--- config.mk ---
export PLATFORM = sky130hd
export DESIGN_NAME = dmem_apb
export DESIGN_NICKNAME = d
export VERILOG_FILES = /design/src/design/lsq_pkg.sv /design/src/design/dmem_apb.sv
export VERILOG_INCLUDE_DIRS = /design/src /design/src/design
export SDC_FILE = /design/constraint.sdc
export NUM_CORES = 2
export LEC_CHECK = 0
export BUFFER_PORTS_ARGS = -buffer_cell sky130_fd_sc_hd__buf_4
export CAP_MARGIN = 30
export CELL_PAD_IN_SITES_DETAIL_PLACEMENT = 1
export CELL_PAD_IN_SITES_GLOBAL_PLACEMENT = 1
export CORE_AREA = 2 2 474 382
export CTS_CLUSTER_DIAMETER = 120
export DETAILED_ROUTE_END_ITERATION = 10
export DIE_AREA = 0 0 476 384
export PLACE_DENSITY_LB_ADDON = 0.1
export SLEW_MARGIN = 40
export SYNTH_ARGS = -nofsm -noshare
export SYNTH_HDL_FRONTEND = slang
export SYNTH_SLANG_ARGS = --single-unit
--- constraint.sdc ---
create_clock -name clk -period 3.8 [get_ports clk]
set_input_delay 0.76 -clock clk [delete_from_list [all_inputs] [get_ports clk]]
set_output_delay 0.76 -clock clk [all_outputs]
set_load 0.05 [all_outputs]
--- src/design/lsq_defs.svh ---
/*
 * Sizing macros for the load/store buffer
 * Entry count, ROB tag width, data width and data RAM depth
 */
`ifndef LSQ_DEFS_SVH
`define LSQ_DEFS_SVH

// Buffer entries, index value equal to this means none
`define LSQ_ENTRIES 7

// ROB tag width, tag 0 marks a present operand
`define LSQ_TAG_W 4

`define LSQ_XLEN 32

// Data RAM depth in words
`define LSQ_DMEM_WORDS 64

`endif

--- src/design/lsq_pkg.sv ---
/*
 * Shared types of the load/store subsystem
 * Instruction views, operand and buffer entry records,
 * CDB, load request, store commit and result records, opcode and funct3 codes
 */
`default_nettype none
`include "lsq_defs.svh"

package lsq_pkg;
    typedef logic [`LSQ_XLEN-1:0]  word_t;
    typedef logic [`LSQ_TAG_W-1:0] tag_t;

    localparam logic [6:0] op_load  = 7'b0000011;
    localparam logic [6:0] op_store = 7'b0100011;

    localparam logic [2:0] lb  = 3'b000;
    localparam logic [2:0] lh  = 3'b001;
    localparam logic [2:0] lw  = 3'b010;
    localparam logic [2:0] lbu = 3'b100;
    localparam logic [2:0] lhu = 3'b101;
    localparam logic [2:0] sb  = 3'b000;
    localparam logic [2:0] sh  = 3'b001;
    localparam logic [2:0] sw  = 3'b010;

    typedef struct packed {
        logic [11:0] imm;
        logic [4:0]  rs1;
        logic [2:0]  funct3;
        logic [4:0]  rd;
        logic [6:0]  opcode;
    } i_fmt_t;

    typedef struct packed {
        logic [6:0] imm_hi;
        logic [4:0] rs2;
        logic [4:0] rs1;
        logic [2:0] funct3;
        logic [4:0] imm_lo;
        logic [6:0] opcode;
    } s_fmt_t;

    typedef union packed {
        i_fmt_t i;   // Loads
        s_fmt_t s;   // Stores
    } mem_instr_u;

    typedef struct packed {
        tag_t  tag;
        word_t value;
    } operand_t;

    typedef struct packed {
        logic       valid;
        mem_instr_u instr;
        operand_t   base;
        operand_t   data;
        tag_t       dest;
    } dispatch_t;

    typedef struct packed {
        logic     valid;
        logic     is_store;
        logic [2:0] funct3;
        word_t    imm;       // Already sign extended
        operand_t base;
        operand_t data;
        tag_t     dest;
    } lsb_entry_t;

    typedef struct packed {
        logic  valid;
        tag_t  tag;
        word_t value;
    } cdb_t;

    typedef struct packed {
        logic       valid;
        word_t      addr;
        logic [2:0] funct3;
        tag_t       tag;
    } load_req_t;

    typedef struct packed {
        logic       valid;
        word_t      addr;
        word_t      data;
        logic [2:0] funct3;
    } store_commit_t;

    typedef struct packed {
        logic  valid;
        tag_t  tag;
        word_t addr;
        word_t data;
    } lsb_result_t;

    // Capture a broadcast value into a waiting operand
    function automatic operand_t cdb_snoop(operand_t op, cdb_t c);
        operand_t r;
        r = op;
        if (c.valid && op.tag != '0 && op.tag == c.tag) begin
            r.tag   = '0;
            r.value = c.value;
        end
        return r;
    endfunction
endpackage

`default_nettype wire

--- src/design/dmem_apb.sv ---
/*
 * Data RAM behind an APB slave port
 * Word wide, byte strobes, one wait state per access
 */
`default_nettype none
`include "lsq_defs.svh"

module dmem_apb import lsq_pkg::*; (
    input  logic       clk,
    input  logic       rst,
    input  logic       psel,
    input  logic       penable,
    input  logic       pwrite,
    input  word_t      paddr,
    input  word_t      pwdata,
    input  logic [3:0] pstrb,
    output logic       pready,
    output word_t      prdata
);
    localparam int AW = $clog2(`LSQ_DMEM_WORDS);

    word_t         mem [`LSQ_DMEM_WORDS];
    logic [AW-1:0] idx;
    logic          waited;   // First access cycle seen

    assign idx    = paddr[AW+1:2];
    assign pready = psel && penable && waited;
    assign prdata = mem[idx];

    always_ff @(posedge clk) begin
        if (rst) begin
            waited <= 1'b0;
            for (int i = 0; i < `LSQ_DMEM_WORDS; i++) mem[i] <= '0;
        end else begin
            waited <= psel && penable && !waited;
            if (pready && pwrite) begin
                for (int b = 0; b < 4; b++) begin
                    if (pstrb[b]) mem[idx][8*b +: 8] <= pwdata[8*b +: 8];
                end
            end
        end
    end
endmodule

`default_nettype wire

# Word-level counts from Yosys, hierarchy flattened
# Memories as Yosys holds them, arrays and structs flattened.
# Index checks and enable logic that the tools add are counted.
classes:
  reduce_logical: 6
  muxes: 21
op_table:
  columns: ["op", "n"]
  rows:
  - ["two-way mux 32 bit", 1]
  - ["OR reduction 32 bit", 1]
  - ["two-way mux 1 bit", 18]
  - ["two-way mux 6 bit", 1]
  - ["logical AND 1 bit", 4]
  - ["two-way mux 4 bit", 1]
  - ["logical NOT 1 bit", 1]
totals:
  elab_cells: 29
  ram_bits: 2048
  mem_count: 1
  regBits: 1
mem_list:
  columns: ["memory", "words", "width", "rd", "rd_clocked_by_memory_dff", "wr", "line", "text"]
  rows:
  - ["mem", 64, 32, 1, 0, 64, "dmem_apb.sv:22", "word_t mem [`LSQ_DMEM_WORDS];"]

# Longest topological paths before layout
logic_depth:
  word_depth: 8
  ltp_mapped: 11
  depth_no_buf: 6

# Least setup slack after synthesis
# OpenSTA, ideal clock, no wires.
synth_path:
  path_type: "input-to-output"
  startpoint: "in paddr[4]"
  endpoint: "out prdata[28]"
  arrival_time_ns: 2.957
  t_required_ns: 3.040
  slack_ns: 0.083
  cell_stages: 10
  n_path_buf: 5
  cell_sequence: "buf_2 -> buf_4 -> buf_4 -> buf_2 -> buf_1 -> mux4_2 -> a22oi_1 -> o31ai_1 -> a211oi_1 -> nand4_1"
synth_between:
  elab_chain_cells: 1
synth_rtl:
  columns: ["element", "line", "text"]
  rows:
  - ["start, declared", "dmem_apb.sv:14", "input word_t paddr,"]
  - ["memory read (64 x 32 bit)", null, null]
  - ["end, declared", "dmem_apb.sv:18", "output word_t prdata"]
# Every way passes these cells.

# Final worst setup path
layout_path:
  startpoint: "mem mem[5][8] in the netlist's numbering"
  endpoint: "out prdata[8]"
layout_between:
  elab_chain_cells: 1
layout_rtl:
  columns: ["element", "line"]
  rows:
  - ["start, declared", "dmem_apb.sv:22"]
  - ["memory read (64 x 32 bit)", null]
# Every way passes these cells.

==> reports/metrics.yaml <==
outcome:
  outcome: "complete, but fails checks"
  violations: "setup timing"
power_and_ir_drop:
  power.share.switching_pct: 25.1
  power_frac_seq_pct: 50.5
  p_int_mw: 38.3
  finalPower_mw: 51.1
  leakage_nw: 42.4
  p_sw_mw: 12.8
  power.density_nw_per_um2: 447
  ir_worst_vdd_v: 0.000494
  p_clk_share_pct: 39.9
  p_comb_share_pct: 9.6
global_route:
  grt_pass1_vias: 67100
  grt_max_degree: 140
  grt_util_all_layers_pct: 38.7
  antenna_found_initial: 20
  grt_pass1_wl_um: 501000
  grt-ovfl-total: 0
clock_network:
  path_clk_slew_ns: 0.06
  cts_root_buffer: "clkbuf_16"
  cts_buffers: 203
  clkLatencyLatePin_ns: 0.89
  clock-sinks: 2049
  cts_tree: "yes"
  hold_buffers: 0
  cts_htree_levels: 4
  clockBufferDepth: 3
sta:
  setup_viol: 29
  worst_clock_skew_ns: 0.0326
  slew_violations: 0
  timing.final.crit_period_ns: 4.25
  fin_crit_sh_pct: 112
  relSlewSlack_pct: 32.4
  whs_ns: 0.139
  tightest_slew_ns: 1.01
  layout_setup_ws_ns: -0.455
  fmax_mhz: 235
  rsz0062_at_grt: "yes"
  hold_viol: 0
synthesis:
  ys_seq_area_share_pct: 65.5
  syn_nets: 7120
  ys.warnings.count: 0
  synth_top_cell_by_area: "edfxtp_1"
  yosys-top-cells-area: "edfxtp_1 66%, and2_1 14%, a22oi_1 3.0%"
  syn_avg_cell_area_um2: 13.3
  async_flop_share_pct: 0
  syn_inst: 7047
  synth_cell_types: 50
  synth_edf_count: 2048
  yosysTopAreaCellShare_pct: 65.5
  ys_ff_latch: 2049
  yosys_most_used_dff: "edfxtp_1"
  synth_area_um2: 93900
drt:
  wl_um: 362000
  drc: 0
  detail-route-antenna-nets: 0
  viasPerCell: 6.58
  first_pass_iters: 6
  drtIter0Drc: 9369
  wire_per_inst_um: 35.3
  via_count: 67400
setup_path:
  worstReg2RegEnd: "mem[27][18]$_SDFFCE_PN0P_"
  worstPathArrival_ns: 3.49
  r2r_cells: 6
  startpoint: "mem[5][8]$_SDFFCE_PN0P_"
  cp.required_ns: 3.04
  worstSetupPathType: "flop to primary output"
  r2r_slack_ns: 0.69
  rr_startpoint: "waited$_SDFF_PP0_"
  path_max_fanout: 1
  critPathCaptureType: "primary output"
  start_kind: "flop"
cells_and_area:
  drive_gt1_share_pct: 27.8
  fin_nets: 7738
  syn_to_final_growth_pct: 21.8
min_path:
  min_path_type: "primary input to flop"
  hold_end: "waited$_SDFF_PP0_"
  holdPathStages: 3
  min_from: "penable"
placed_design:
  place.gp.congestion: 0.953
  dp_hpwl_um: 236000
  place.port_buffers: 79
die:
  die_area_um2: 183000
  initial_utilization_pct: 52.6
  io_pins: 106
  num_rows: 139
  fp.dieW_um: 476
  fp.dieH_um: 384
  coreArea_um2: 178000
run:
  maxCapViolCount: 0
-- logic make-up after synthesis --
| family | count (synthesis) | synth area share, % |
|---|---|---|
| simple gates | 3029 | 18.8 |
| compound gates | 1101 | 8.89 |
| flops | 2049 | 65.5 |
| buf+inv | 606 | 2.66 |
| mux | 262 | 4.15 |
-- final cells by class --
cell class                 instances  area [um2]
fill                           16500       64000
clock inverter                   132        1280
clock buffer                     247        5250
antenna                           19        47.5
multi-input combinational       4393       32600
tap                             2397        3000
timing repair buffer            1015       10500
inverter                           3        18.8
sequential                      2049       61500
-- cell usage after synthesis, drive strengths merged (5+ instances only) --
| cell type | number |
|---|---|
| o221ai | 47 |
| buf | 189 |
| a31oi | 19 |
| mux2 | 75 |
| edfxtp | 2048 |
| nand2 | 125 |
| nand4 | 45 |
| nor2 | 358 |
| mux2i | 93 |
| or4 | 13 |
| clkbuf | 414 |
| a22o | 35 |
| nand3 | 63 |
| nand2b | 6 |
| and3 | 5 |
| o21ai | 74 |
| or3 | 7 |
| a21oi | 66 |
| a21boi | 13 |
| or2 | 258 |
| nor2b | 10 |
| o22ai | 155 |
| mux4 | 94 |
| a22oi | 377 |
| nor3 | 75 |
| and2 | 2054 |
| a221oi | 286 |
| a221o | 15 |
-- sequential cells by signal (all words and copies together) (netlist names) --
register / count
mem: 2048
waited: 1
-- cell usage in the layout, fill, tap and decap left out, types with 18 or more instances in the layout --
cell,instances
nor2_2,24
a221oi_1,134
diode_2,19
nor3_2,25
buf_8,44
a221oi_2,117
a22oi_2,47
mux2_2,68
a221oi_4,35
o21ai_0,25
clkbuf_1,44
buf_6,69
o22ai_2,23
nand3_1,62
mux4_2,94
o221ai_1,28
buf_4,737
o21ai_1,28
a22oi_1,330
buf_16,26
o221ai_2,19
o22ai_1,132
buf_12,129
a31oi_1,18
nor2_1,319
clkinv_1,40
a21oi_2,24
nand2_1,120
nand4_1,45
and2_1,2049
clkbuf_16,209
nor3_1,43
edfxtp_1,2048
a21oi_1,42
mux2i_1,85
or2_2,257
o21ai_2,18
clkinv_2,44
a22o_1,29
-- worst max-delay path, stage by stage, from the launching register on --
cell      delay, ns
edfxtp_1       0.40
mux4_2         0.53
a22o_1         0.29
nor3_2         0.19
a21boi_2       0.21
buf_6          0.13
nand4_1        0.40
buf_4          0.31
buf_8          0.15
-- power by group through the flow --
| stage | combinational (mW) | clock, mW | sequential [mW] |
|---|---|---|---|
| floorplan | 2.04 | 0 | 26.1 |
| global placement | 3.92 | 0 | 26.2 |
| detailed placement | 4.02 | 0 | 26.2 |
| CTS | 4.53 | 20.3 | 25.8 |
| global route | 4.98 | 21.2 | 25.8 |
| finish | 4.91 | 20.4 | 25.8 |
-- layer usage --
metal	up-vias	GRT usage, %	part of all wire, %	routed length (um)
li1	27400	-	-	-
met1	34900	52.7	38	137000
met2	4259	57.0	44	159000
met3	901	11.0	12	44500
met4	18	19.7	5.9	21500
met5	-	0	0.034	123
-- what timing repair did --
item / in CTS / in global routing
cloned: 18 / 5
pin swaps: 155 / 138
setup endpoints to repair: 32 / 32
setup buffers: 69 / 51
gates resized for setup: 516 / 252
-- worst max path at each step --
| stage | end | slack (ns) | depth (start not counted) |
|---|---|---|---|
| floorplan | prdata[28] | 0.08 | 10 |
| global placement | prdata[8] | -0.98 | 11 |
| CTS | prdata[8] | -0.51 | 9 |
| detailed placement | prdata[8] | -1.03 | 11 |
| global route | prdata[8] | -0.41 | 8 |
| finish | prdata[8] | -0.45 | 8 |
-- stage by stage --
step / std cells / setup WS [ns] / TNS (ns) / area [um2] / util, %
3_5_place_dp: 9741 / -1.03 / -37.61 / 103000 / 57.6
4_1_cts: 10200 / -0.513 / -4.48 / 112000 / 63.1
2_1_floorplan: 7047 / 0.0832 / 0 / 93900 / -
6_report: 10300 / -0.455 / -5.23 / 114000 / 64.1
3_3_place_gp: 9738 / -0.984 / -30.43 / 103000 / 57.5
5_1_grt: 10200 / -0.413 / -5.24 / 114000 / 64.1
Note: power is estimated with default switching activity, not from simulation.
