[src/design/lsq_defs.svh]
/*
 * Sizing macros for the load/store buffer
 * Entry count, ROB tag width, data width and data RAM depth
 */
`ifndef LSQ_DEFS_SVH
`define LSQ_DEFS_SVH

// Buffer entries, index value equal to this means none
`define LSQ_ENTRIES 7

// ROB tag width, tag 0 marks a present operand
`define LSQ_TAG_W 4

`define LSQ_XLEN 32

// Data RAM depth in words
`define LSQ_DMEM_WORDS 64

`endif

[src/design/lsq_pkg.sv]
/*
 * Shared types of the load/store subsystem
 * Instruction views, operand and buffer entry records,
 * CDB, load request, store commit and result records, opcode and funct3 codes
 */
`default_nettype none
`include "lsq_defs.svh"

package lsq_pkg;
    typedef logic [`LSQ_XLEN-1:0]  word_t;
    typedef logic [`LSQ_TAG_W-1:0] tag_t;

    localparam logic [6:0] op_load  = 7'b0000011;
    localparam logic [6:0] op_store = 7'b0100011;

    localparam logic [2:0] lb  = 3'b000;
    localparam logic [2:0] lh  = 3'b001;
    localparam logic [2:0] lw  = 3'b010;
    localparam logic [2:0] lbu = 3'b100;
    localparam logic [2:0] lhu = 3'b101;
    localparam logic [2:0] sb  = 3'b000;
    localparam logic [2:0] sh  = 3'b001;
    localparam logic [2:0] sw  = 3'b010;

    typedef struct packed {
        logic [11:0] imm;
        logic [4:0]  rs1;
        logic [2:0]  funct3;
        logic [4:0]  rd;
        logic [6:0]  opcode;
    } i_fmt_t;

    typedef struct packed {
        logic [6:0] imm_hi;
        logic [4:0] rs2;
        logic [4:0] rs1;
        logic [2:0] funct3;
        logic [4:0] imm_lo;
        logic [6:0] opcode;
    } s_fmt_t;

    typedef union packed {
        i_fmt_t i;   // Loads
        s_fmt_t s;   // Stores
    } mem_instr_u;

    typedef struct packed {
        tag_t  tag;
        word_t value;
    } operand_t;

    typedef struct packed {
        logic       valid;
        mem_instr_u instr;
        operand_t   base;
        operand_t   data;
        tag_t       dest;
    } dispatch_t;

    typedef struct packed {
        logic     valid;
        logic     is_store;
        logic [2:0] funct3;
        word_t    imm;       // Already sign extended
        operand_t base;
        operand_t data;
        tag_t     dest;
    } lsb_entry_t;

    typedef struct packed {
        logic  valid;
        tag_t  tag;
        word_t value;
    } cdb_t;

    typedef struct packed {
        logic       valid;
        word_t      addr;
        logic [2:0] funct3;
        tag_t       tag;
    } load_req_t;

    typedef struct packed {
        logic       valid;
        word_t      addr;
        word_t      data;
        logic [2:0] funct3;
    } store_commit_t;

    typedef struct packed {
        logic  valid;
        tag_t  tag;
        word_t addr;
        word_t data;
    } lsb_result_t;

    // Capture a broadcast value into a waiting operand
    function automatic operand_t cdb_snoop(operand_t op, cdb_t c);
        operand_t r;
        r = op;
        if (c.valid && op.tag != '0 && op.tag == c.tag) begin
            r.tag   = '0;
            r.value = c.value;
        end
        return r;
    endfunction
endpackage

`default_nettype wire

[src/design/lsb_dispatch.sv]
/*
 * Dispatch stage for loads and stores
 * Decodes the I or S view of the word, one register stage, CDB snoop while held
 */
`default_nettype none
`include "lsq_defs.svh"

module lsb_dispatch import lsq_pkg::*; (
    input  logic       clk,
    input  logic       rst,
    input  logic       flush,
    input  dispatch_t  disp,
    output logic       dispatch_ready,
    input  cdb_t       cdb,
    output lsb_entry_t entry,
    input  logic       entry_ready
);
    mem_instr_u ins;
    lsb_entry_t dec;
    lsb_entry_t held;
    logic       live;   // Low during the first cycle out of reset

    assign ins = disp.instr;

    always_comb begin
        dec.is_store = (ins.s.opcode == op_store);
        dec.valid    = disp.valid && (dec.is_store || ins.i.opcode == op_load);
        dec.funct3   = ins.i.funct3;   // Same bits in both views
        if (dec.is_store) begin
            dec.imm = {{(`LSQ_XLEN-12){ins.s.imm_hi[6]}}, ins.s.imm_hi, ins.s.imm_lo};
        end else begin
            dec.imm = {{(`LSQ_XLEN-12){ins.i.imm[11]}}, ins.i.imm};
        end
        dec.base = cdb_snoop(disp.base, cdb);
        dec.data = cdb_snoop(disp.data, cdb);
        dec.dest = disp.dest;
    end

    assign dispatch_ready = live && (!held.valid || entry_ready);
    assign entry          = held;

    always_ff @(posedge clk) begin
        live <= !rst;
        if (rst || flush) begin
            held.valid <= 1'b0;
        end else if (dispatch_ready) begin
            held <= dec;
        end else begin
            held.base <= cdb_snoop(held.base, cdb);   // Waiting on back-pressure
            held.data <= cdb_snoop(held.data, cdb);
        end
    end
endmodule

`default_nettype wire

[config.mk]
export PLATFORM = sky130hd
export DESIGN_NAME = lsb_dispatch
export DESIGN_NICKNAME = d
export VERILOG_FILES = /design/src/design/lsq_pkg.sv /design/src/design/lsb_dispatch.sv
export VERILOG_INCLUDE_DIRS = /design/src /design/src/design
export SDC_FILE = /design/constraint.sdc
export NUM_CORES = 1
export LEC_CHECK = 0
export BUFFER_PORTS_ARGS = -buffer_cell sky130_fd_sc_hd__buf_2
export CORE_ASPECT_RATIO = 1.2
export CORE_UTILIZATION = 39
export DETAILED_ROUTE_END_ITERATION = 16
export MAX_ROUTING_LAYER = met4
export PLACE_DENSITY = 0.76
export SYNTH_ARGS = -nofsm -noshare
export SYNTH_HDL_FRONTEND = slang
export SYNTH_SLANG_ARGS = --single-unit
[constraint.sdc]
create_clock -name clk -period 4.34 [get_ports clk]
set_input_delay 0.217 -clock clk [delete_from_list [all_inputs] [get_ports clk]]
set_output_delay 0.217 -clock clk [all_outputs]
set_load 0.05 [all_outputs]
## Word-level counts from Yosys, hierarchy flattened

Index checks and enable logic that the tools add are counted.

- Eq/ne operators: 6
- Mux-type cells: 6
- Bitwise operators: 1
- Reductions and logical operators: 24

Operator list:

| cell | count |
|---|---|
| two-way mux 36 bit | 4 |
| two-way mux 72 bit | 1 |
| equality test 4 bit | 4 |
| nonzero test 4 bit | 4 |
| logical AND 1 bit | 10 |
| equality test 7 x 2 -> 1 bit (second input constant) | 1 |
| equality test 7 x 6 -> 1 bit (second input constant) | 1 |
| AND reduction 2 bit | 3 |
| two-way mux 5 bit | 1 |
| nonzero test 2 bit | 2 |
| logical OR 1 bit | 3 |
| zero test 1 bit | 2 |
| inverter 1 bit | 1 |

- Flip-flop bits (word level): 94
- Word-level logic and storage cells: 47

## Depth between registers and ports, before layout

Gate-level depths: netlist of the first run.

- Depth after elaboration: 5
- Gate-level depth with buffers: 6
- Depth with buffers taken out: 4

## Worst setup path before layout of the first run

OpenSTA, ideal clock, no wires.

- Path kind: register to register
- Start: reg held (netlist bit entry[74])
- End: reg held (netlist bit entry[40]) (enable)
- Setup time: 0.479 ns
- Data arrival time: 3.924 ns
- Path slack: -0.063 ns
- Cell stages (with the launch flop): 4
- Period minus slack after synthesis: 4.403 ns
- Cell sequence: edfxtp_1 > xor2_1 > or4_1 > o21ai_0

- Cells in the longest elaborated chain, start to end: 5

RTL lines:

| what | line | text |
|---|---|---|
| start, declared | lsb_dispatch.sv:20 | `lsb_entry_t held;` |
| nonzero test 4 bit | lsq_pkg.sv:101 | `if (c.valid && op.tag != '0 && op.tag == c.tag) begin` |
| logical AND 1 bit | lsq_pkg.sv:101 |  |
| logical AND 1 bit (*) | lsq_pkg.sv:101 |  |
| nonzero test 2 bit (no line) (*) | - |  |
| AND reduction 2 bit (no line) (*) | - |  |

Every way passes the cells marked *; elsewhere a longest branch is shown, timed or not.
A chain may end at the register's enable or synchronous reset.

## Worst setup path in the final report of the first run

- Start: reg held (netlist bit entry[74])
- End: reg held (netlist bit entry[47]) (enable)

The elaborated chain is that of the path after synthesis.

==> results of run 1 <==
-- cells in the final DEF (no fill, tap or decap), drive strengths merged, types with 3 or more instances in the layout --
cell type	Yosys	routed
clkbuf	0	10
clkinv	0	3
nand2	3	3
o21ai	4	4
nor2	9	9
xnor2	8	8
xor2	6	6
edfxtp	92	92
nor3	5	5
buf	30	262
inv	12	12
mux2	69	69
-- cells in the mapped netlist (2+ instances only) --
library cell | count | area, um^2
edfxtp_1 | 92 | 2760
mux2_4 | 37 | 556
mux2_2 | 26 | 293
buf_4 | 20 | 150
inv_1 | 12 | 45.0
buf_6 | 10 | 113
nor2_1 | 9 | 33.8
mux2_1 | 6 | 67.6
xor2_1 | 6 | 52.6
nor3_1 | 5 | 25.0
xnor2_1 | 5 | 43.8
nand2_1 | 3 | 11.3
xnor2_2 | 3 | 48.8
a21oi_1 | 2 | 10.0
dfxtp_1 | 2 | 40.0
nand4_1 | 2 | 12.5
o21ai_0 | 2 | 10.0
or4_1 | 2 | 15.0
-- worst max-delay path by stage --
stage	from	to	slack, ps	cells after the start
6_report	entry[74]$_SDFFCE_PP0P_	entry[47]$_DFFE_PP_	1820	4
4_1_cts	entry[74]$_SDFFCE_PP0P_	entry[62]$_DFFE_PP_	1770	4
5_1_grt	entry[74]$_SDFFCE_PP0P_	entry[47]$_DFFE_PP_	1700	4
2_1_floorplan	entry[74]$_SDFFCE_PP0P_	entry[40]$_DFFE_PP_	900	3
3_3_place_gp	cdb[34]	entry[57]$_DFFE_PP_	1820	5
3_5_place_dp	cdb[33]	entry[70]$_DFFE_PP_	1790	6
-- kinds of logic after synthesis --
logic type	after synthesis	synth area share [%]
and+or+nand+nor	23	2.52
xor gates and xnor gates	14	3.32
muxes	69	20.9
AOI/OAI and AO/OA	11	2.17
DFF	94	64.0
buffers and inverters	42	7.03
-- sequential cells by signal, indices dropped and copies added (netlist names) --
signal  count
entry      93
live        1
-- per-layer routing --
metal	vias to the layer above	part of all wire, %	GRT usage (%)	routed length, um
li1	1409	-	-	-
met1	1461	37	20.0	3940
met2	171	53	34.2	5670
met3	16	7.8	5.82	837
met4	0	2.0	7.28	214
met5	-	0	-	0
-- power breakdown --
group          internal (W)  switching, W  total [W]
clock              0.000439      0.000316   0.000755
sequential          0.00104    0.00000948    0.00105
combinational      0.000149      0.000223   0.000372
-- worst max-delay path: cells and delay by family, from the launching register on --
family	cells	cell delay [ps]
compound gates	1	660
flops	1	430
buf+inv	1	360
simple gates	1	570
xor+xnor	1	170
-- layout make-up --
| class | count | share of cell area [%] |
|---|---|---|
| diodes | 1 | 0.0423 |
| clock inverters | 5 | 0.868 |
| multi-input cells | 117 | 21.9 |
| clock buffers | 10 | 3.87 |
| flip-flops and latches | 94 | 47.4 |
| inverters | 12 | 0.762 |
| well taps | 132 | 2.79 |
| repair buffers | 262 | 22.3 |
-- metrics by stage --
stage	total power (W)	hold slack [ps]	utilization [%]	instances
3_5_place_dp	0.00144	396	51.3	617
6_report	0.00218	51.0	53.8	633
5_1_grt	0.00225	41.4	53.8	633
4_1_cts	0.00220	37.0	53.8	632
2_1_floorplan	0.00133	274	-	253
3_3_place_gp	0.00143	398	51.3	617
==> impl_results.md, run 1 <==
- FFs w/ async S/R, synth: 0%
- Critical path, cell by cell: xor2_1 > or4_1 > o21ai_4 > buf_4
- Slew headroom: 37.2%
- Number of max-cap violations: 0
- VDD IR max: 0.209 mV
- Finished Cell Area: 5910 um^2
- Critical path class: reg2reg
- Final Wtd Congestion: 0.801
- Hpwl dp: 8.43 mm
- Worst Min Path Start: flush
- Via density: 4.83
- Synth Instances: 253
- Reg clk slew, reported paths: 60 ps
- Die X: 98.7 um
- Worst-skew pair later-pin latency: 330 ps
- Initial core utilization: 39.8%
- Hold Path Class: in2reg
- Post-CTS sizing: 0
- P&R area growth vs syn: 35.1%
- Worst Path Arrival: 2550 ps
- Crit path max fanout: 23
- PD cells: 368 nW/um^2
- Crit end category: register
- Drt initial violations: 113
- Largest net degree at the start of global routing: 37
- R2R Setup Slk: 1820 ps
- Vias in the first global route: 3116
- Area of the mapped netlist: 4380 um^2
- First-pass GRT wire length: 16.1 mm
- Primary FF master, synth: edfxtp_1
- Final Skew: 5.37 ps
- Post-CTS Setup Inserts: 0
- Final setup TNS: 0 ps
- Count of flip-flops with a built-in enable after synthesis: 92
- Critical path's largest stage delay: 660 ps
- Critical Path RT: 4370 ps
- Overall routing resource usage: 19.3%
- Syn nets: 403
- CTS tree: done
- Minimum clock period: 2520 ps
- Dpl ws: 1790 ps
- WL/cell: 16.8 um
- Leak: 2.67 nW
- Hold Fails Final Rpt: 0
- Core footprint: 11000 um^2
- Die ar.: 11700 um^2
- Fillers: 936
- Via count: 3057
- Port-buffer cells: 258
- Worst hold stages: 2
- Nets@finish: 646
- Placement Cell Area: 5630 um^2
- CTS hold repair buffers: 0
- R2R Path End: entry[47]$_DFFE_PP_
- Clock sinks: 94
- Area taken by multi-input logic gates: 1300 um^2
- Pins Over Slew Limit: 0
- Site row count: 42
- Fmax: 397 MHz
- Post-synth cell types: 27
- Mean area per synthesized cell: 17.3 um^2
- Chip height: 118 um
- Final WL: 10.7 mm
- Outcome: complete, no violations
- Ratio of cells with drive above 1 in the final layout: 69.4%
- Tcrit/Tclk final: 58.1%
- Yosys reg bits: 94
- H-tree depth: 3
- Number of remaining DRC errors: 0
- Antenna-violating nets left: 0
- Clock Path Buffers: 2
- Ports: 264
- FF+latch area: 2800 um^2
- Worst Max-Slew Pin Slew: 938 ps
- Antenna violations before repair: 1
- Setup ws final: 1820 ps
- TritonCTS Buffers: 9
- Startpoint types: register
- R2R depth: 4
- Sequential fraction of the synthesis area: 64.0%
- Worst Hold End: entry[112]$_SDFFE_PN0P_
- Crit path max-delay cell type: o21ai_4
- Synthesis warning total: 0
- Final setup vio count: 0
- DRT Pass-1 Iters: 4
- Worst R2R Start: entry[74]$_SDFFCE_PP0P_
- CTS root buf: clkbuf_16
- RSZ-0062 raised after global routing: no
- Grt total ovfl: 0
No activity file was read; power rests on OpenSTA's default activity.
==> inputs of run 2 (changes only) <==
Settings changed: CORE_ASPECT_RATIO 1.2 to unset, CORE_UTILIZATION 39 to 44, PLACE_DENSITY 0.76 to 0.81.
Clock period 4.34 ns to 2.55 ns, I/O delays scaled along.
==> impl_results.md, run 2 (same netlist as run 1, synthesis figures left out) <==
- Via count: 3063 (+0.20%)
- Hold Path Class: in2reg
- TritonCTS Buffers: 9 (unchanged)
- Worst Path Arrival: 2050 ps (-500 ps)
- Pins Over Slew Limit: 0 (unchanged)
- Tcrit/Tclk final: 79.0%
- Final WL: 10.4 mm (-2.6%)
- VDD IR max: 0.252 mV (+21%)
- Worst Max-Slew Pin Slew: 529 ps (-409 ps)
- FF+latch area: 2800 um^2 (unchanged)
- Post-Place Cells: 621 (+0.65%)
- Die ar.: 10400 um^2 (-11%)
- Slew headroom: 64.3% (+27 points)
- Final setup TNS: 0 ps (unchanged)
- Number of remaining DRC errors: 0 (unchanged)
- Vias in the first global route: 3080 (-1.2%)
- Final Wtd Congestion: 0.838 (+4.7%)
- Reg clk slew, reported paths: 80 ps (+20 ps)
- PD cells: 555 nW/um^2 (+51%)
- Critical path, cell by cell: dlygate4sd3_1 > buf_2 > nor2_1 > nand2_1 > or4_1 > o21ai_4 > buf_4
- Minimum clock period: 2010 ps
- Area taken by multi-input logic gates: 1300 um^2 (unchanged)
- Final setup vio count: 0 (unchanged)
- Max reg flops: 93 (unchanged)
- Clock Path Buffers: 2 (unchanged)
- Final Skew: 11.0 ps (+5.63 ps)
- Via density: 4.68 (-3.0%)
- RSZ-0062 raised after global routing: no
- Ratio of cells with drive above 1 in the final layout: 67.0% (-2.4 points)
- CTS root buf: clkbuf_8
- DRT Pass-1 Iters: 4 (unchanged)
- Die X: 102 um (+3.1%)
- Antenna violations before repair: 0 (-1)
- Outcome: complete, no violations
- Critical path class: in2reg
- Grt total ovfl: 0 (unchanged)
- Buf/Inv on CP: 3 (+2)
- Port-buffer cells: 258 (unchanged)
- Hold Fails Final Rpt: 0 (unchanged)
- H-tree depth: 3 (unchanged)
- # diodes: 0 (-1)
- Core footprint: 9680 um^2 (-12%)
- WL/cell: 15.9 um (-5.8%)
- Most common cell after layout, fill and taps aside: buf_2
- Post-CTS Setup Inserts: 0 (unchanged)
- First-pass GRT wire length: 14.8 mm (-8.4%)
- Crit path max-delay family: buffers and inverters
- Dpl ws: 640 ps (-1150 ps)
- Count of non-filler cells in the finished layout: 654 (+3.3%)
- Overall routing resource usage: 20.1% (+0.76 points)
- Crit path max-delay cell type: or4_1
- Most frequent cells in the layout: buf_2 (258), edfxtp_1 (92), mux2_4 (37)
- Chip height: 102 um (-14%)
- Antenna-violating nets left: 0 (unchanged)
- Number of max-cap violations: 0 (unchanged)
- Largest net degree at the start of global routing: 37 (unchanged)
- Fmax: 497 MHz
- CTS tree: done
- Initial core utilization: 45.2% (+5.3 points)
- Clock sinks: 94 (unchanged)
- Fillers: 716 (-24%)
- Critical path's largest stage delay: 560 ps (-100 ps)
- Startpoint types: input pin
- Site row count: 36 (-14%)
- Leak: 2.72 nW (+2.0%)
- Drt initial violations: 56 (-50%)
- Ports: 264 (unchanged)
- Crit end category: register
- Hpwl dp: 7.60 mm (-9.9%)
- Worst-skew pair later-pin latency: 350 ps (+20 ps)
- Crit path max fanout: 19 (-17%)
- P&R area growth vs syn: 37.8%
- Critical Path RT: 2580 ps (-1790 ps)
- Nets@finish: 666 (+3.1%)
- Setup ws final: 536 ps (-1280 ps)
## run 2: path summary, 6_finish.rpt
check        depth (start not counted)                   to                    start  slack (ps)
max                                  7   entry[4]$_DFFE_PP_                      rst         540
min                                  2  entry[67]$_DFFE_PP_                 disp[67]          60
max reg2reg                          4   entry[4]$_DFFE_PP_  entry[38]$_SDFFCE_PP0P_         640
min reg2reg                          3  entry[78]$_DFFE_PP_  entry[112]$_SDFFE_PN0P_        1000
## run 2: where the power goes
| part | total [W] | internal (W) | switching, W |
|---|---|---|---|
| sequential | 0.00178 | 0.00176 | 0.0000156 |
| combinational | 0.000657 | 0.000276 | 0.000381 |
| clock | 0.000911 | 0.000438 | 0.000473 |
## run 2: through the flow
stage	cell area [um^2]	utilization [%]	hold WS (ps)	total power, W
2_1_floorplan	4400	-	184	0.00226
3_3_place_gp	5680	58.6	306	0.00244
3_5_place_dp	5680	58.6	306	0.00246
4_1_cts	6030	62.3	41.6	0.00339
5_1_grt	6030	62.3	45.7	0.00348
6_report	6030	62.3	62.7	0.00335
## run 2: layout make-up
| class | instances | area share [%] |
|---|---|---|
| clock buffer | 16 | 2.99 |
| inverter | 12 | 0.747 |
| timing repair buffer | 282 | 25.5 |
| multi-input combinational | 117 | 21.5 |
| tap | 133 | 2.76 |
| sequential | 94 | 46.5 |
## run 2: timing repair
| item | 4_1_cts | 5_1_grt |
|---|---|---|
| hold buffers | 17 | 0 |
| gates resized for setup | 0 | 0 |
| hold endpoints to repair | 16 | 0 |
## run 2: routing by layer
layer | routed length (um) | GRT usage [%] | up-vias
li1 | - | - | 1443
met1 | 3850 | 20.6 | 1449
met2 | 5630 | 36.3 | 155
met3 | 717 | 4.90 | 16
met4 | 184 | 8.36 | 0
met5 | 0 | - | -
==> inputs of run 3 (changes only) <==
Clock period 2.55 ns to 2.1 ns, I/O delays scaled along.
==> impl_results.md, run 3 (same netlist as run 1, synthesis figures left out) <==
- Outcome: complete, no violations
- Via density: 4.72 (+0.86%)
- Ports: 264 (unchanged)
- Startpoint types: input pin
- Core footprint: 9680 um^2 (unchanged)
- Minimum clock period: 1950 ps
- VDD IR max: 0.376 mV (+49%)
- Number of max-cap violations: 0 (unchanged)
- Fmax: 513 MHz
- Hold Path Class: in2reg
- Number of remaining DRC errors: 0 (unchanged)
- Max reg flops: 93 (unchanged)
- Overall routing resource usage: 20.5% (+0.39 points)
- CTS tree: done
- Nets@finish: 664 (-0.30%)
- Hpwl dp: 7.57 mm (-0.30%)
- RSZ-0062 raised after global routing: no
- Final Util: 62.7% (+0.48 points)
- WL/cell: 16.5 um (+3.7%)
- Die ar.: 10400 um^2 (unchanged)
- H-tree depth: 3 (unchanged)
- P&R area growth vs syn: 38.8%
- Final Wtd Congestion: 0.793 (-5.4%)
- First-pass GRT wire length: 15.0 mm (+1.4%)
- Largest net degree at the start of global routing: 37 (unchanged)
- R2R depth: 4 (unchanged)
- Critical path class: in2reg
- Worst Max-Slew Pin Slew: 500 ps (-29.0 ps)
- Antenna-violating nets left: 0 (unchanged)
- Clock Path Buffers: 2 (unchanged)
- Worst hold stages: 2 (unchanged)
- Leak: 2.73 nW (about the same)
- Setup ws final: 152 ps (-385 ps)
- Pins Over Slew Limit: 0 (unchanged)
- Initial core utilization: 45.2% (unchanged)
- Finished Cell Area: 6080 um^2 (+0.77%)
- Ratio of cells with drive above 1 in the final layout: 68.0% (+1.0 points)
- Post-CTS Setup Inserts: 0 (unchanged)
- Final Skew: 16.8 ps (+5.76 ps)
- Clock sinks: 94 (unchanged)
- Via count: 3080 (+0.56%)
- Vias in the first global route: 3087 (+0.23%)
- Site row count: 36 (unchanged)
- Final setup vio count: 0 (unchanged)
- Antenna violations before repair: 0 (unchanged)
- Crit end category: register
- Tcrit/Tclk final: 92.8%
- Drt initial violations: 94 (+68%)
- TritonCTS Buffers: 9 (unchanged)
- Critical path, cell by cell: dlygate4sd3_1 > buf_2 > nor2_1 > nand2_1 > or4_4 > o21ai_4 > buf_12
- Chip height: 102 um (unchanged)
- Most common cell after layout, fill and taps aside: buf_2
- Grt total ovfl: 0 (unchanged)
- Placement Cell Area: 5730 um^2 (+0.86%)
- Dpl ws: 239 ps (-402 ps)
- Critical path's largest stage delay: 550 ps (about the same)
- Critical Path RT: 2140 ps (-440 ps)
- PD cells: 684 nW/um^2 (+23%)
- Most frequent cells in the layout: buf_2 (258), edfxtp_1 (92), mux2_4 (37)
- Die X: 102 um (unchanged)
- Final WL: 10.7 mm (+3.4%)
- Worst Path Arrival: 1990 ps (-60 ps)
- Slew headroom: 66.2% (+2.0 points)
- Worst-skew pair later-pin latency: 360 ps (about the same)
- CTS root buf: clkbuf_8
- Port-buffer cells: 258 (unchanged)
- Crit path max-delay cell type: or4_4
- DRT Pass-1 Iters: 4 (unchanged)
- Hold Fails Final Rpt: 0 (unchanged)
- Final setup TNS: 0 ps (unchanged)
- Crit path max fanout: 36 (+17)
- # diodes: 0 (unchanged)
- Reg clk slew, reported paths: 90 ps (about the same)
## run 3: changes by cell type in the layout (fill, tap and decap cells not counted), sizes merged
cell         delta
buf             -1
clkinvlp        +2
bufinv          +1
clkbuf          -7
clkinv          +4
dlygate4sd3     -1
## run 3: worst max-delay path, delay by kind of cell
family	cells	cell delay [ps]
AO/OA/AOI/OAI	1	180
buffers and inverters	3	920
AND/OR/NAND/NOR	3	770
## run 3: power breakdown
part,internal (W),switching (W),leakage (nW)
sequential,0.00214,0.0000201,0.866
clock,0.000543,0.000637,0.0945
combinational,0.000343,0.000468,1.76
total,0.00303,0.00113,2.73
## run 3: worst paths after layout
check,from,end,slack [ps]
min reg2reg,live$_DFF_P_,entry[112]$_SDFFE_PN0P_,680
max,rst,entry[42]$_DFFE_PP_,150
min,disp[68],entry[68]$_DFFE_PP_,30
max reg2reg,entry[38]$_SDFFCE_PP0P_,entry[14]$_DFFE_PP_,230
## run 3: per-layer routing
layer / GRT usage (%) / share of wire (%) / up-vias
met5: - / 0 / -
met4: 9.59 / 2.2 / 0
met3: 4.00 / 6.5 / 21
met2: 36.3 / 53 / 161
met1: 21.8 / 39 / 1454
li1: - / - / 1444
## run 3: timing repair
item,4_1_cts,5_1_grt
gates resized for setup,0,0
hold buffers,16,0
hold endpoints to repair,16,0
## run 3: final cells by class
class,count,area [um^2]
Sequential cell,94,2800
Multi-Input combinational cell,117,1310
Fill cell,742,3610
Clock buffer,9,124
Timing Repair Buffer,280,1560
Inverter,12,48.8
Tap cell,133,166
Clock inverter,7,63.8
## run 3: stage by stage
step                power [W]  hold WS [ps]  std cells
finish                0.00415          29.9        652
global route          0.00429          25.6        652
CTS                   0.00417          10.4        652
detailed placement    0.00299           283        620
global placement      0.00297           283        620
floorplan             0.00275           162        253
