`config.mk`:
```
export PLATFORM = sky130hd
export DESIGN_NAME = lsb_mem_port
export DESIGN_NICKNAME = d
export VERILOG_FILES = /design/src/design/lsq_pkg.sv /design/src/design/lsb_mem_port.sv
export VERILOG_INCLUDE_DIRS = /design/src /design/src/design
export SDC_FILE = /design/constraint.sdc
export NUM_CORES = 1
export LEC_CHECK = 0
export BUFFER_PORTS_ARGS = -buffer_cell sky130_fd_sc_hd__buf_2
export CAP_MARGIN = 20
export CORE_MARGIN = 2
export CORE_UTILIZATION = 35
export DETAILED_ROUTE_END_ITERATION = 8
export HOLD_SLACK_MARGIN = 0.12
export PLACE_DENSITY = 0.65
export SLEW_MARGIN = 20
export SYNTH_ARGS = -nofsm -noshare
export SYNTH_HDL_FRONTEND = slang
export SYNTH_SLANG_ARGS = --single-unit
export TNS_END_PERCENT = 50
```
`constraint.sdc`:
```
create_clock -name clk -period 8.3 [get_ports clk]
set_clock_uncertainty 0.2 [all_clocks]
set_input_delay 0.83 -clock clk [delete_from_list [all_inputs] [get_ports clk]]
set_output_delay 0.83 -clock clk [all_outputs]
set_load 0.005 [all_outputs]
```
`src/design/lsq_defs.svh`:
```
/*
 * Sizing macros for the load/store buffer
 * Entry count, ROB tag width, data width and data RAM depth
 */
`ifndef LSQ_DEFS_SVH
`define LSQ_DEFS_SVH

// Buffer entries, index value equal to this means none
`define LSQ_ENTRIES 7

// ROB tag width, tag 0 marks a present operand
`define LSQ_TAG_W 4

`define LSQ_XLEN 32

// Data RAM depth in words
`define LSQ_DMEM_WORDS 64

`endif

```
`src/design/lsq_pkg.sv`:
```
/*
 * Shared types of the load/store subsystem
 * Instruction views, operand and buffer entry records,
 * CDB, load request, store commit and result records, opcode and funct3 codes
 */
`default_nettype none
`include "lsq_defs.svh"

package lsq_pkg;
    typedef logic [`LSQ_XLEN-1:0]  word_t;
    typedef logic [`LSQ_TAG_W-1:0] tag_t;

    localparam logic [6:0] op_load  = 7'b0000011;
    localparam logic [6:0] op_store = 7'b0100011;

    localparam logic [2:0] lb  = 3'b000;
    localparam logic [2:0] lh  = 3'b001;
    localparam logic [2:0] lw  = 3'b010;
    localparam logic [2:0] lbu = 3'b100;
    localparam logic [2:0] lhu = 3'b101;
    localparam logic [2:0] sb  = 3'b000;
    localparam logic [2:0] sh  = 3'b001;
    localparam logic [2:0] sw  = 3'b010;

    typedef struct packed {
        logic [11:0] imm;
        logic [4:0]  rs1;
        logic [2:0]  funct3;
        logic [4:0]  rd;
        logic [6:0]  opcode;
    } i_fmt_t;

    typedef struct packed {
        logic [6:0] imm_hi;
        logic [4:0] rs2;
        logic [4:0] rs1;
        logic [2:0] funct3;
        logic [4:0] imm_lo;
        logic [6:0] opcode;
    } s_fmt_t;

    typedef union packed {
        i_fmt_t i;   // Loads
        s_fmt_t s;   // Stores
    } mem_instr_u;

    typedef struct packed {
        tag_t  tag;
        word_t value;
    } operand_t;

    typedef struct packed {
        logic       valid;
        mem_instr_u instr;
        operand_t   base;
        operand_t   data;
        tag_t       dest;
    } dispatch_t;

    typedef struct packed {
        logic     valid;
        logic     is_store;
        logic [2:0] funct3;
        word_t    imm;       // Already sign extended
        operand_t base;
        operand_t data;
        tag_t     dest;
    } lsb_entry_t;

    typedef struct packed {
        logic  valid;
        tag_t  tag;
        word_t value;
    } cdb_t;

    typedef struct packed {
        logic       valid;
        word_t      addr;
        logic [2:0] funct3;
        tag_t       tag;
    } load_req_t;

    typedef struct packed {
        logic       valid;
        word_t      addr;
        word_t      data;
        logic [2:0] funct3;
    } store_commit_t;

    typedef struct packed {
        logic  valid;
        tag_t  tag;
        word_t addr;
        word_t data;
    } lsb_result_t;

    // Capture a broadcast value into a waiting operand
    function automatic operand_t cdb_snoop(operand_t op, cdb_t c);
        operand_t r;
        r = op;
        if (c.valid && op.tag != '0 && op.tag == c.tag) begin
            r.tag   = '0;
            r.value = c.value;
        end
        return r;
    endfunction
endpackage

`default_nettype wire

```
`src/design/lsb_mem_port.sv`:
```
/*
 * APB master for the load/store buffer
 * Commit register, store strobes and lane shift,
 * load lane select with sign or zero extension, flush drop flag
 */
`default_nettype none
`include "lsq_defs.svh"

module lsb_mem_port import lsq_pkg::*; (
    input  logic          clk,
    input  logic          rst,
    input  logic          flush,
    input  load_req_t     load_req,
    output logic          load_ready,
    input  store_commit_t commit,
    output logic          commit_ready,
    output logic          psel,
    output logic          penable,
    output logic          pwrite,
    output word_t         paddr,
    output word_t         pwdata,
    output logic [3:0]    pstrb,
    input  logic          pready,
    input  word_t         prdata,
    output lsb_result_t   load_res
);
    typedef enum logic [1:0] {st_idle, st_setup, st_access} state_t;

    state_t        state;
    store_commit_t cm;        // Accepted commit, waits for the bus
    word_t         ld_addr;
    logic [2:0]    ld_f3;
    tag_t          ld_tag;
    logic          drop;      // Flushed load still on the bus
    word_t         lane;
    word_t         ld_data;
    logic [3:0]    st_strb;

    assign psel         = (state != st_idle);
    assign penable      = (state == st_access);
    assign commit_ready = !cm.valid;
    assign load_ready   = (state == st_idle) && !cm.valid;

    always_comb begin
        case (cm.funct3)
            sb:      st_strb = 4'b0001 << cm.addr[1:0];
            sh:      st_strb = cm.addr[1] ? 4'b1100 : 4'b0011;
            sw:      st_strb = 4'b1111;
            default: st_strb = 4'b0000;
        endcase
    end

    assign lane = prdata >> {ld_addr[1:0], 3'b000};

    always_comb begin
        case (ld_f3)
            lb:      ld_data = {{(`LSQ_XLEN-8){lane[7]}}, lane[7:0]};
            lbu:     ld_data = {{(`LSQ_XLEN-8){1'b0}}, lane[7:0]};
            lh:      ld_data = {{(`LSQ_XLEN-16){lane[15]}}, lane[15:0]};
            lhu:     ld_data = {{(`LSQ_XLEN-16){1'b0}}, lane[15:0]};
            lw:      ld_data = prdata;
            default: ld_data = '0;
        endcase
    end

    always_ff @(posedge clk) begin
        if (rst) begin
            state          <= st_idle;
            cm.valid       <= 1'b0;
            load_res.valid <= 1'b0;
            drop           <= 1'b0;
        end else begin
            load_res.valid <= 1'b0;
            if (commit.valid && commit_ready) cm <= commit;
            case (state)
                st_idle: begin
                    if (cm.valid) begin   // Commit before any load
                        state  <= st_setup;
                        pwrite <= 1'b1;
                        paddr  <= {cm.addr[`LSQ_XLEN-1:2], 2'b00};
                        pwdata <= cm.data << {cm.addr[1:0], 3'b000};
                        pstrb  <= st_strb;
                    end else if (load_req.valid) begin
                        state   <= st_setup;
                        pwrite  <= 1'b0;
                        paddr   <= {load_req.addr[`LSQ_XLEN-1:2], 2'b00};
                        pstrb   <= 4'b0000;
                        ld_addr <= load_req.addr;
                        ld_f3   <= load_req.funct3;
                        ld_tag  <= load_req.tag;
                        drop    <= flush;
                    end
                end
                st_setup: begin
                    state <= st_access;
                    if (flush) drop <= 1'b1;
                end
                default: begin
                    if (flush) drop <= 1'b1;
                    if (pready) begin
                        state <= st_idle;
                        if (pwrite) begin
                            cm.valid <= 1'b0;
                        end else begin
                            load_res.valid <= !drop && !flush;
                            load_res.tag   <= ld_tag;
                            load_res.addr  <= ld_addr;
                            load_res.data  <= ld_data;
                        end
                    end
                end
            endcase
        end
    end
endmodule

`default_nettype wire

```
# [After elaboration in Yosys (flattened, before gate mapping)]
# Index checks and enable logic that the tools add are counted.
[classes] n_eq_ne=11 n_shift=3 n_mux=20 n_bitwise=5 reduce_logical=22
[ops] op="32-bit case mux with 5 select lines" n=1
[ops] op="68-bit two-way mux" n=1
[ops] op="32-bit two-way mux" n=2
[ops] op="32-bit by 5-bit left shift with 32-bit output" n=1
[ops] op="32-bit by 5-bit right shift with 16-bit output" n=1
[ops] op="4-bit two-way mux" n=3
[ops] op="4-bit case mux with 3 select lines" n=1
[ops] op="3-bit AND reduction" n=3
[ops] op="1-bit two-way mux" n=8
[ops] op="4-bit AND reduction" n=2
[ops] op="3-bit by 1-bit equality test with 1-bit output, second input constant" n=2
[ops] op="3-bit by 2-bit equality test with 1-bit output, second input constant" n=2
[ops] op="3-bit equality test, second input constant" n=2
[ops] op="3-bit logical NOT" n=2
[ops] op="2-bit two-way mux" n=3
[ops] op="2-bit nonzero test" n=3
[ops] op="1-bit NOT" n=5
[ops] op="5-bit OR reduction" n=1
[ops] op="2-bit inequality test, second input constant" n=2
[ops] op="2-bit case mux with 2 select lines" n=1
[ops] op="2-bit AND reduction" n=2
[ops] op="1-bit by 2-bit left shift with 4-bit output, first input constant" n=1
[ops] op="1-bit logical AND" n=3
[ops] op="1-bit logical NOT" n=3
[ops] op="other kinds (6)" n=6
[totals] reg_bits=246 input_bits=144 out_inout_bits=142 elab_cells=78

# [Logic depth before layout (Yosys ltp)]
# Gate-level depths: netlist (run 1).
[logic_depth] depth_word=6 ltp_mapped=6 mapped_depth_nobuf=4

# [Least setup slack after synthesis (run 1)]
# OpenSTA, ideal clock, no wires.
[synth_path] path_kind="input port to flip-flop" from="in rst" to="reg cm[0] (netlist bit), enable pin" setup_ns=0.588 arrival_ns=5.940 required_time_ns=7.512 slack_ns=1.571 stages=2 n_path_buf=1 cell_sequence="clkbuf_1 -> nor3b_1"
[synth_via] elab_chain_cells=2
[synth_rtl] item="start: declaration" line="lsb_mem_port.sv:11" text="input logic rst,"
[synth_rtl] item="1-bit NOT (no line)"
[synth_rtl] item="2-bit AND reduction (no line)"
[synth_rtl] item="end signal: assignment" line="lsb_mem_port.sv:74" text="if (commit.valid && commit_ready) cm <= commit;"
[synth_rtl] item="end: declaration" line="lsb_mem_port.sv:30" text="store_commit_t cm;"
# Every way passes these cells.
# A chain may end at the register's enable or synchronous reset.

# [Final worst setup path (run 1)]
[layout_path] from="reg cm[67] (netlist bit)" to="out commit_ready"
[layout_via] elab_chain_cells=1
[layout_rtl] item="1-bit logical NOT" line="lsb_mem_port.sv:41" text="assign commit_ready = !cm.valid;"
[layout_rtl] item="end: declaration" line="lsb_mem_port.sv:16" text="output logic commit_ready,"
# Every way passes these cells.

==> metrics.yaml, run 1 <==
status:
  status: "finished, final reports clean"
logic_synthesis:
  yosys.cell_types.count: 38
  avgSynthCellArea_um2: 17.8
  synth_area_um2: 9140
  syn_inst: 514
  yosys-top-cells-area: "edfxtp_1 (79%), mux2_2 (4.4%), mux2i_1 (2.6%), a21o_1 (1.4%), a21oi_1 (1.1%)"
  yosys_warnings: 0
  synthTopCellsByCount: "edfxtp_1 (241), mux2_2 (36), nor2_1 (27)"
  seq_area_frac_synth_pct: 80.2
  yosysTopAreaCell: "edfxtp_1"
  synth-edff-count: 241
  synth.most_common_cell: "edfxtp_1"
  yosysTopAreaCellShare_pct: 79.1
  ys_dominant_reg_cell: "edfxtp_1"
  synth.ff_latch_count: 246
  synthArstFlopShare_pct: 0
detailed_routing:
  drt_pass1_iterations: 5
  drc: 0
  viasPerCell: 4.69
  ant_nets: 0
  routed_wl_mm: 20.5
  dr_total_vias: 5473
  wl_per_cell_um: 17.6
  drt_iter0_markers: 322
cts:
  clock_path_buffers: 3
  cts_resized: 0
  path_clk_slew_ps: 60
  ctsRootBufferMaster: "clkbuf_16"
  postCtsSetupRepairBufs: 0
  cts.sinks: 246
  cts_tree: "done"
  ctsHtreeMaxLevel: 1
  cts_buffers: 26
  clk_latency_ps: 520
  ctsHoldBuffers: 0
timing:
  finalSetupTns_ps: 0
  worst_pin_slew_ps: 966
  final-setup-viol-count: 0
  period_share_pct: 35.0
  rsz0062_at_grt: "no"
  hold_viol: 0
  max_freq_mhz: 344
  relSlewSlack_pct: 35.6
  final-max-slew-violation-count: 0
  period_needed_ps: 2900
worst_setup_path:
  start_kind: "register"
  path_cells: "inv_1 -> buf_2"
  worstPathMaxFanout: 37
  worstSetupPathType: "reg2out"
  cpPeakStageDelay_ps: 960
  arrival_ps: 1870
  critPathCaptureType: "output port"
  critical_path.slowest_cell: "dfxtp_2"
  crit_required_ps: 7270
cells_and_area:
  final_nets: 953
  drive_gt1_share_pct: 44.6
  syn_to_final_growth_pct: 28.4
  final_cells: 1168
floorplanning:
  core_um2: 25800
  ios: 286
  die_h_um: 166
  die_w_um: 166
  die_area_um2: 27400
  initial_core_util_pct: 35.4
  rows: 59
placement:
  dp_hpwl_mm: 14.6
  dp_cells: 1116
  gp_congestion: 0.798
  port_buffers: 283
grt:
  gr-total-overflow: 0
  grt_pass1_vias: 5532
  grt_max_degree: 70
  grt_pass1_wl_mm: 31.4
  globalRouteTotalUtil_pct: 14.6
  antenna_found_initial: 6
power_and_ir_drop:
  p_leak_nw: 4.58
  powerDensity_nw_per_um2: 228
  ir_drop_uv: 166
flow_run:
  cap_viol_max_count: 0
min_path:
  hold_path_class: "reg2reg"
[cell usage in the layout (no fill, tap or decap), drive strengths merged]
master,n
buf,291
edfxtp,241
mux2,38
clkbuf,35
nor2,28
mux2i,24
nand2,22
a21oi,21
o21ai,18
a21o,17
nand3,15
clkinv,12
nor2b,10
and2,9
a211oi,9
a22oi,7
nor3,6
dfxtp,5
diode,4
nand2b,4
inv,3
nor3b,3
conb,2
and4b,1
a2111oi,1
or2,1
o2bb2ai,1
o22a,1
a211o,1
a311oi,1
bufinv,1
clkinvlp,1
[worst max-delay path: cells and delay by family (launching register included)]
kind	cells	cell delay (ps)
flip-flops	1	960
buffers and inverters	2	400
[final timing paths]
check	from	to	slack [ps]	depth (start not counted)
setup / recovery	cm[67]	commit_ready	5400	2
hold / removal	ld_addr[4]	load_res[36]	210	0
setup reg to reg	ld_addr[1]	load_res[28]	5580	4
hold reg to reg	ld_addr[4]	load_res[36]	210	0
[report_power, final]
group | internal (W) | switching, W | total [W]
logic | 0.0000766 | 0.0000889 | 0.000165
clock network | 0.000623 | 0.000446 | 0.00107
registers | 0.00142 | 0.0000241 | 0.00145
[state kept, by name (all words and copies together), names as in the netlist]
register	flops
ld_f3	3
pstrb	4
pwdata	32
load_res	69
pwrite	1
paddr	30
ld_tag	4
cm	68
drop	1
state	2
ld_addr	32
[per-layer routing]
layer | share of wire (%) | GRT usage, % | up-vias
met3 | 12 | 6.09 | 40
met4 | 2.0 | 4.05 | 6
met1 | 40 | 18.1 | 2578
met2 | 46 | 23.7 | 278
met5 | 0.15 | 0 | -
li1 | - | - | 2571
[cell families (layout without fill, tap and decap cells)]
logic type	Yosys count	count (layout)	share of synthesized area, %
flops	246	246	80.2
buf+inv	29	343	1.50
compound gates	77	77	5.58
simple gates	99	99	5.28
other cells	1	6	0.0410
mux	62	62	7.35
[area by class of cell]
cell class | instances | area (µm²)
multi-input cells | 240 | 1700
fillers | 2285 | 14100
clock inverters | 13 | 82.6
diodes | 4 | 10.0
flip-flops and latches | 246 | 7340
repair buffers | 291 | 1480
inverters | 4 | 15.0
well taps | 335 | 419
clock buffers | 35 | 706
[metrics by stage]
stage / util [%] / hold slack, ps / cell area [µm²] / setup slack [ps] / power (W)
after floorplan: - / 196 / 9150 / 1570 / 0.00155
after global placement: 42.4 / 201 / 10900 / 5690 / 0.00164
after detailed placement: 42.4 / 205 / 10900 / 5610 / 0.00164
after CTS: 45.4 / 215 / 11700 / 5280 / 0.00272
after global routing: 45.4 / 222 / 11700 / 5220 / 0.00280
final: 45.5 / 213 / 11700 / 5400 / 0.00268
Power figures use the tool's default switching activity.
==> inputs of run 2 (changes only) <==
clock period = 3 ns   (was 8.3 ns; I/O delays follow)
==> run 2 against run 1 <==
Net effect:
- flip-flop and latch count unchanged
- global-route usage rose by 2.9 points
- first-iteration DRC count up 41%
- clock-buffer cell count decreased by 4
- die area is the same
- largest power group unchanged
- highest routed layer is now met4
==> metrics.yaml, run 2 (synthesis gave the netlist of run 1 again) <==
status:
  status: "finished, final reports clean"
detailed_routing:
  drt_iter0_markers: 454
  wl_per_cell_um: 18.6
  routed_wl_mm: 24.6
  drt_pass1_iterations: 5
  viasPerCell: 4.72
  dr_total_vias: 6243
  ant_nets: 0
  drc: 0
cells_and_area:
  regMostFlops: "load_res"
  final_nets: 1112
  largest_register_ffs: 69
  final_cell_mix: "buf_2 (283), edfxtp_1 (241), dlygate4sd3_1 (150), mux2_2 (36)"
  final_cells: 1323
  final_common_cell: "buf_2"
  design_area_um2: 13400
  syn_to_final_growth_pct: 47.0
  drive_gt1_share_pct: 39.1
  reg_top3: "load_res: 69 flops, cm: 68 flops"
worst_setup_path:
  reg2reg_slack_ps: 340
  crit_required_ps: 3070
  reg2reg_from: "ld_addr[1]"
  reg2reg_depth: 6
  worstPathMaxFanout: 17
  arrival_ps: 2730
  crit-reg2reg-capture: "load_res[10]"
  critPathCaptureType: "register"
  start_kind: "register"
  worstSetupPathType: "reg2reg"
power_and_ir_drop:
  p_leak_nw: 5.32
  powerDensity_nw_per_um2: 598
  finalPower_w: 0.00803
  ir_drop_uv: 589
floorplanning:
  initial_core_util_pct: 35.4
  die_w_um: 166
  core_um2: 25800
  die_area_um2: 27400
  rows: 59
  die_h_um: 166
  ios: 286
timing:
  period_share_pct: 88.6
  max_freq_mhz: 376
  relSlewSlack_pct: 33.4
  finalSetupTns_ps: 0
  rsz0062_at_grt: "no"
  worst_pin_slew_ps: 999
  hold_viol: 0
  final-setup-viol-count: 0
  period_needed_ps: 2660
  final-max-slew-violation-count: 0
cts:
  ctsHtreeMaxLevel: 1
  clk_latency_ps: 540
  path_clk_slew_ps: 60
  cts_resized: 0
  cts_buffers: 27
  cts.sinks: 246
  ctsHoldBuffers: 150
  postCtsSetupRepairBufs: 0
  cts_tree: "done"
  clock_path_buffers: 3
  ctsRootBufferMaster: "clkbuf_16"
min_path:
  min_from: "ld_addr[9]"
  hold_path_class: "reg2reg"
  hold_depth: 0
  hold_path_end: "load_res[41]"
grt:
  globalRouteTotalUtil_pct: 17.6
  grt_max_degree: 70
  grt_pass1_wl_mm: 37.8
  gr-total-overflow: 0
  grt_pass1_vias: 6626
  antenna_found_initial: 1
placement:
  gp_congestion: 0.813
  port_buffers: 283
  dp_hpwl_mm: 15.8
  dp_cells: 1124
  dpl_cell_area_um2: 11000
flow_run:
  cap_viol_max_count: 0
[run 2: how the worst max path moves through the flow]
stage | from | end
final | ld_addr[1] | load_res[10]
after global routing | ld_f3[0] | load_res[10]
after CTS | ld_addr[1] | load_res[10]
after detailed placement | ld_addr[1] | load_res[27]
after global placement | ld_addr[1] | load_res[22]
after floorplan | state[1] | paddr[10]
[run 2: routing by layer]
| layer | track usage [%] | routed length (µm) | up-vias |
|---|---|---|---|
| li1 | - | - | 2886 |
| met1 | 20.9 | 9510 | 2985 |
| met5 | 0 | 0 | - |
| met3 | 6.16 | 2460 | 44 |
| met4 | 4.88 | 621 | 0 |
| met2 | 30.3 | 12000 | 328 |
[run 2: through the flow]
step                util [%]  hold WS (ps)  worst slack, ps
global route            52.0           223              144
global placement        42.7           200              760
floorplan                  -           176             -825
CTS                     52.0           203              374
detailed placement      42.7           205              654
finish                  52.0           202              342
[run 2: layout make-up]
class | instances | area (µm²)
sequential | 246 | 7340
clock buffer | 31 | 691
fill | 2116 | 12400
timing repair buffer | 449 | 3050
tap | 335 | 419
clock inverter | 17 | 208
multi-input combinational | 240 | 1720
inverter | 4 | 15.0
antenna | 1 | 2.50
[run 2: report_power, final]
group / leakage, nW / switching (W) / internal [W]
logic: 2.62 / 0.000308 / 0.000351
clock network: 0.431 / 0.00137 / 0.00201
registers: 2.26 / 0.0000587 / 0.00394
total: 5.32 / 0.00174 / 0.00630
[run 2: critical path, cell delays in order, from the launching register on]
cell	delay [ps]
edfxtp_1	430
buf_4	300
mux2i_1	370
o2bb2ai_1	140
nand2_1	260
nand3_1	120
dlygate4sd3_1	580
==> inputs of run 3 (changes only) <==
CELL_PAD_IN_SITES_DETAIL_PLACEMENT = 0   (was unset)
CELL_PAD_IN_SITES_GLOBAL_PLACEMENT = 1   (was unset)
HOLD_SLACK_MARGIN = 0.03   (was 0.12)
PLACE_DENSITY = 0.76   (was 0.65)
==> run 3 against run 2 <==
Net effect:
- combinational power is 2% lower
- highest routed layer unchanged
- largest power group unchanged
- global-route usage down 1.5 points
- first-iteration DRC count down 11%
- die area did not move
==> metrics.yaml, run 3 (synthesis gave the netlist of run 1 again) <==
detailed_routing:
  drt_pass1_iterations: 4
  routed_wl_mm: 22.8
  ant_nets: 0
  dr_total_vias: 6065
  viasPerCell: 4.61
  wl_per_cell_um: 17.3
  drt_iter0_markers: 406
  drc: 0
timing:
  period_share_pct: 86.5
  worst_pin_slew_ps: 975
  max_freq_mhz: 385
  hold_viol: 0
  final-max-slew-violation-count: 0
  rsz0062_at_grt: "no"
  period_needed_ps: 2600
  relSlewSlack_pct: 35.0
  final-setup-viol-count: 0
cts:
  clk_latency_ps: 520
  clock_path_buffers: 3
  cts_tree: "done"
  cts_resized: 0
  cts.sinks: 246
  ctsRootBufferMaster: "clkbuf_16"
  cts_buffers: 26
  ctsHtreeMaxLevel: 1
  path_clk_slew_ps: 60
flow_run:
  cap_viol_max_count: 0
cells_and_area:
  final_util_pct: 51.3
  reg_top3: "load_res: 69 flops, cm: 68 flops"
  final_nets: 1106
  final_cell_mix: "buf_2 (283), edfxtp_1 (241), dlygate4sd3_1 (146), mux2_2 (36)"
  final_common_cell: "buf_2"
  final_cells: 1316
  regMostFlops: "load_res"
  multi_input_area_um2: 1720
  largest_register_ffs: 69
  design_area_um2: 13300
  syn_to_final_growth_pct: 45.0
  nFillCells: 2142
  regArea_um2: 7340
  drive_gt1_share_pct: 38.6
worst_setup_path:
  start_kind: "register"
  worstSetupPathType: "reg2reg"
  arrival_ps: 2780
  worstPathMaxFanout: 25
  critPathCaptureType: "register"
  crit_required_ps: 3180
power_and_ir_drop:
  internal_power_w: 0.00592
  finalPower_w: 0.00753
  p_leak_nw: 5.22
  powerDensity_nw_per_um2: 568
  ir_drop_uv: 444
  power.share.switching_pct: 21.4
  p_clk_share_pct: 38.4
  power.switching_w: 0.00161
  pwr-share-comb_pct: 8.6
  seqPwrFrac_pct: 53.0
floorplanning:
  die_area_um2: 27400
  die_w_um: 166
  core_um2: 25800
  rows: 59
  initial_core_util_pct: 35.4
  die_h_um: 166
  ios: 286
placement:
  dpl_cell_area_um2: 11000
  dp_hpwl_mm: 15.1
  port_buffers: 283
  dp_cells: 1123
  gp_congestion: 0.799
min_path:
  hold_path_class: "reg2reg"
grt:
  grt_max_degree: 70
  grt_pass1_vias: 6397
  grt_pass1_wl_mm: 34.7
  antenna_found_initial: 1
  gr-total-overflow: 0
  globalRouteTotalUtil_pct: 16.0
status:
  status: "finished, final reports clean"
run 3: power groups by stage:
stage	clock [W]	sequential [W]	combinational, W
after global routing	0.00311	0.00401	0.000706
after global placement	0	0.00406	0.000490
after floorplan	0	0.00406	0.000234
after detailed placement	0	0.00406	0.000498
final	0.00289	0.00399	0.000645
after CTS	0.00298	0.00399	0.000651
run 3: cell type report:
class / instances / area share (%)
inverter: 4 / 0.113
clock inverter: 12 / 0.434
multi-input combinational: 240 / 13.0
tap: 335 / 3.16
antenna: 1 / 0.0189
clock buffer: 34 / 5.30
sequential: 246 / 55.4
timing repair buffer: 444 / 22.7
run 3: through the flow:
| step | hold WS (ps) | setup TNS, ps | setup slack [ps] |
|---|---|---|---|
| after global routing | 212 | 0 | 263 |
| after detailed placement | 205 | 0 | 515 |
| after CTS | 214 | 0 | 411 |
| after global placement | 201 | 0 | 585 |
| final | 218 | 0 | 405 |
| after floorplan | 176 | -47040 | -825 |
run 3: routing by layer:
layer | track usage (%) | routed length [µm] | up-vias
met4 | 3.93 | 553 | 0
met2 | 28.9 | 11400 | 258
met5 | 0 | 0 | -
met1 | 18.4 | 8880 | 2901
met3 | 5.26 | 1940 | 35
li1 | - | - | 2871
run 3: timing repair:
action,in CTS,in global routing
setup buffers,0,0
hold buffers,146,0
endpoints found under the hold margin,173,0
run 3: worst paths after layout:
path	start	endpoint	depth (start not counted)	slack (ps)
worst min register to register	ld_addr[19]	load_res[51]	0	220
worst max register to register	ld_f3[0]	load_res[11]	6	400
worst max-delay path	ld_f3[0]	load_res[11]	6	400
worst min-delay path	ld_addr[19]	load_res[51]	0	220
run 3: worst max-delay path: stages (launching register included):
cell and delay [ps]:
edfxtp_1 450, nor2_2 130, buf_4 170, and2_1 730
nand2_1 120, nand3_1 110, dlygate4sd3_1 550
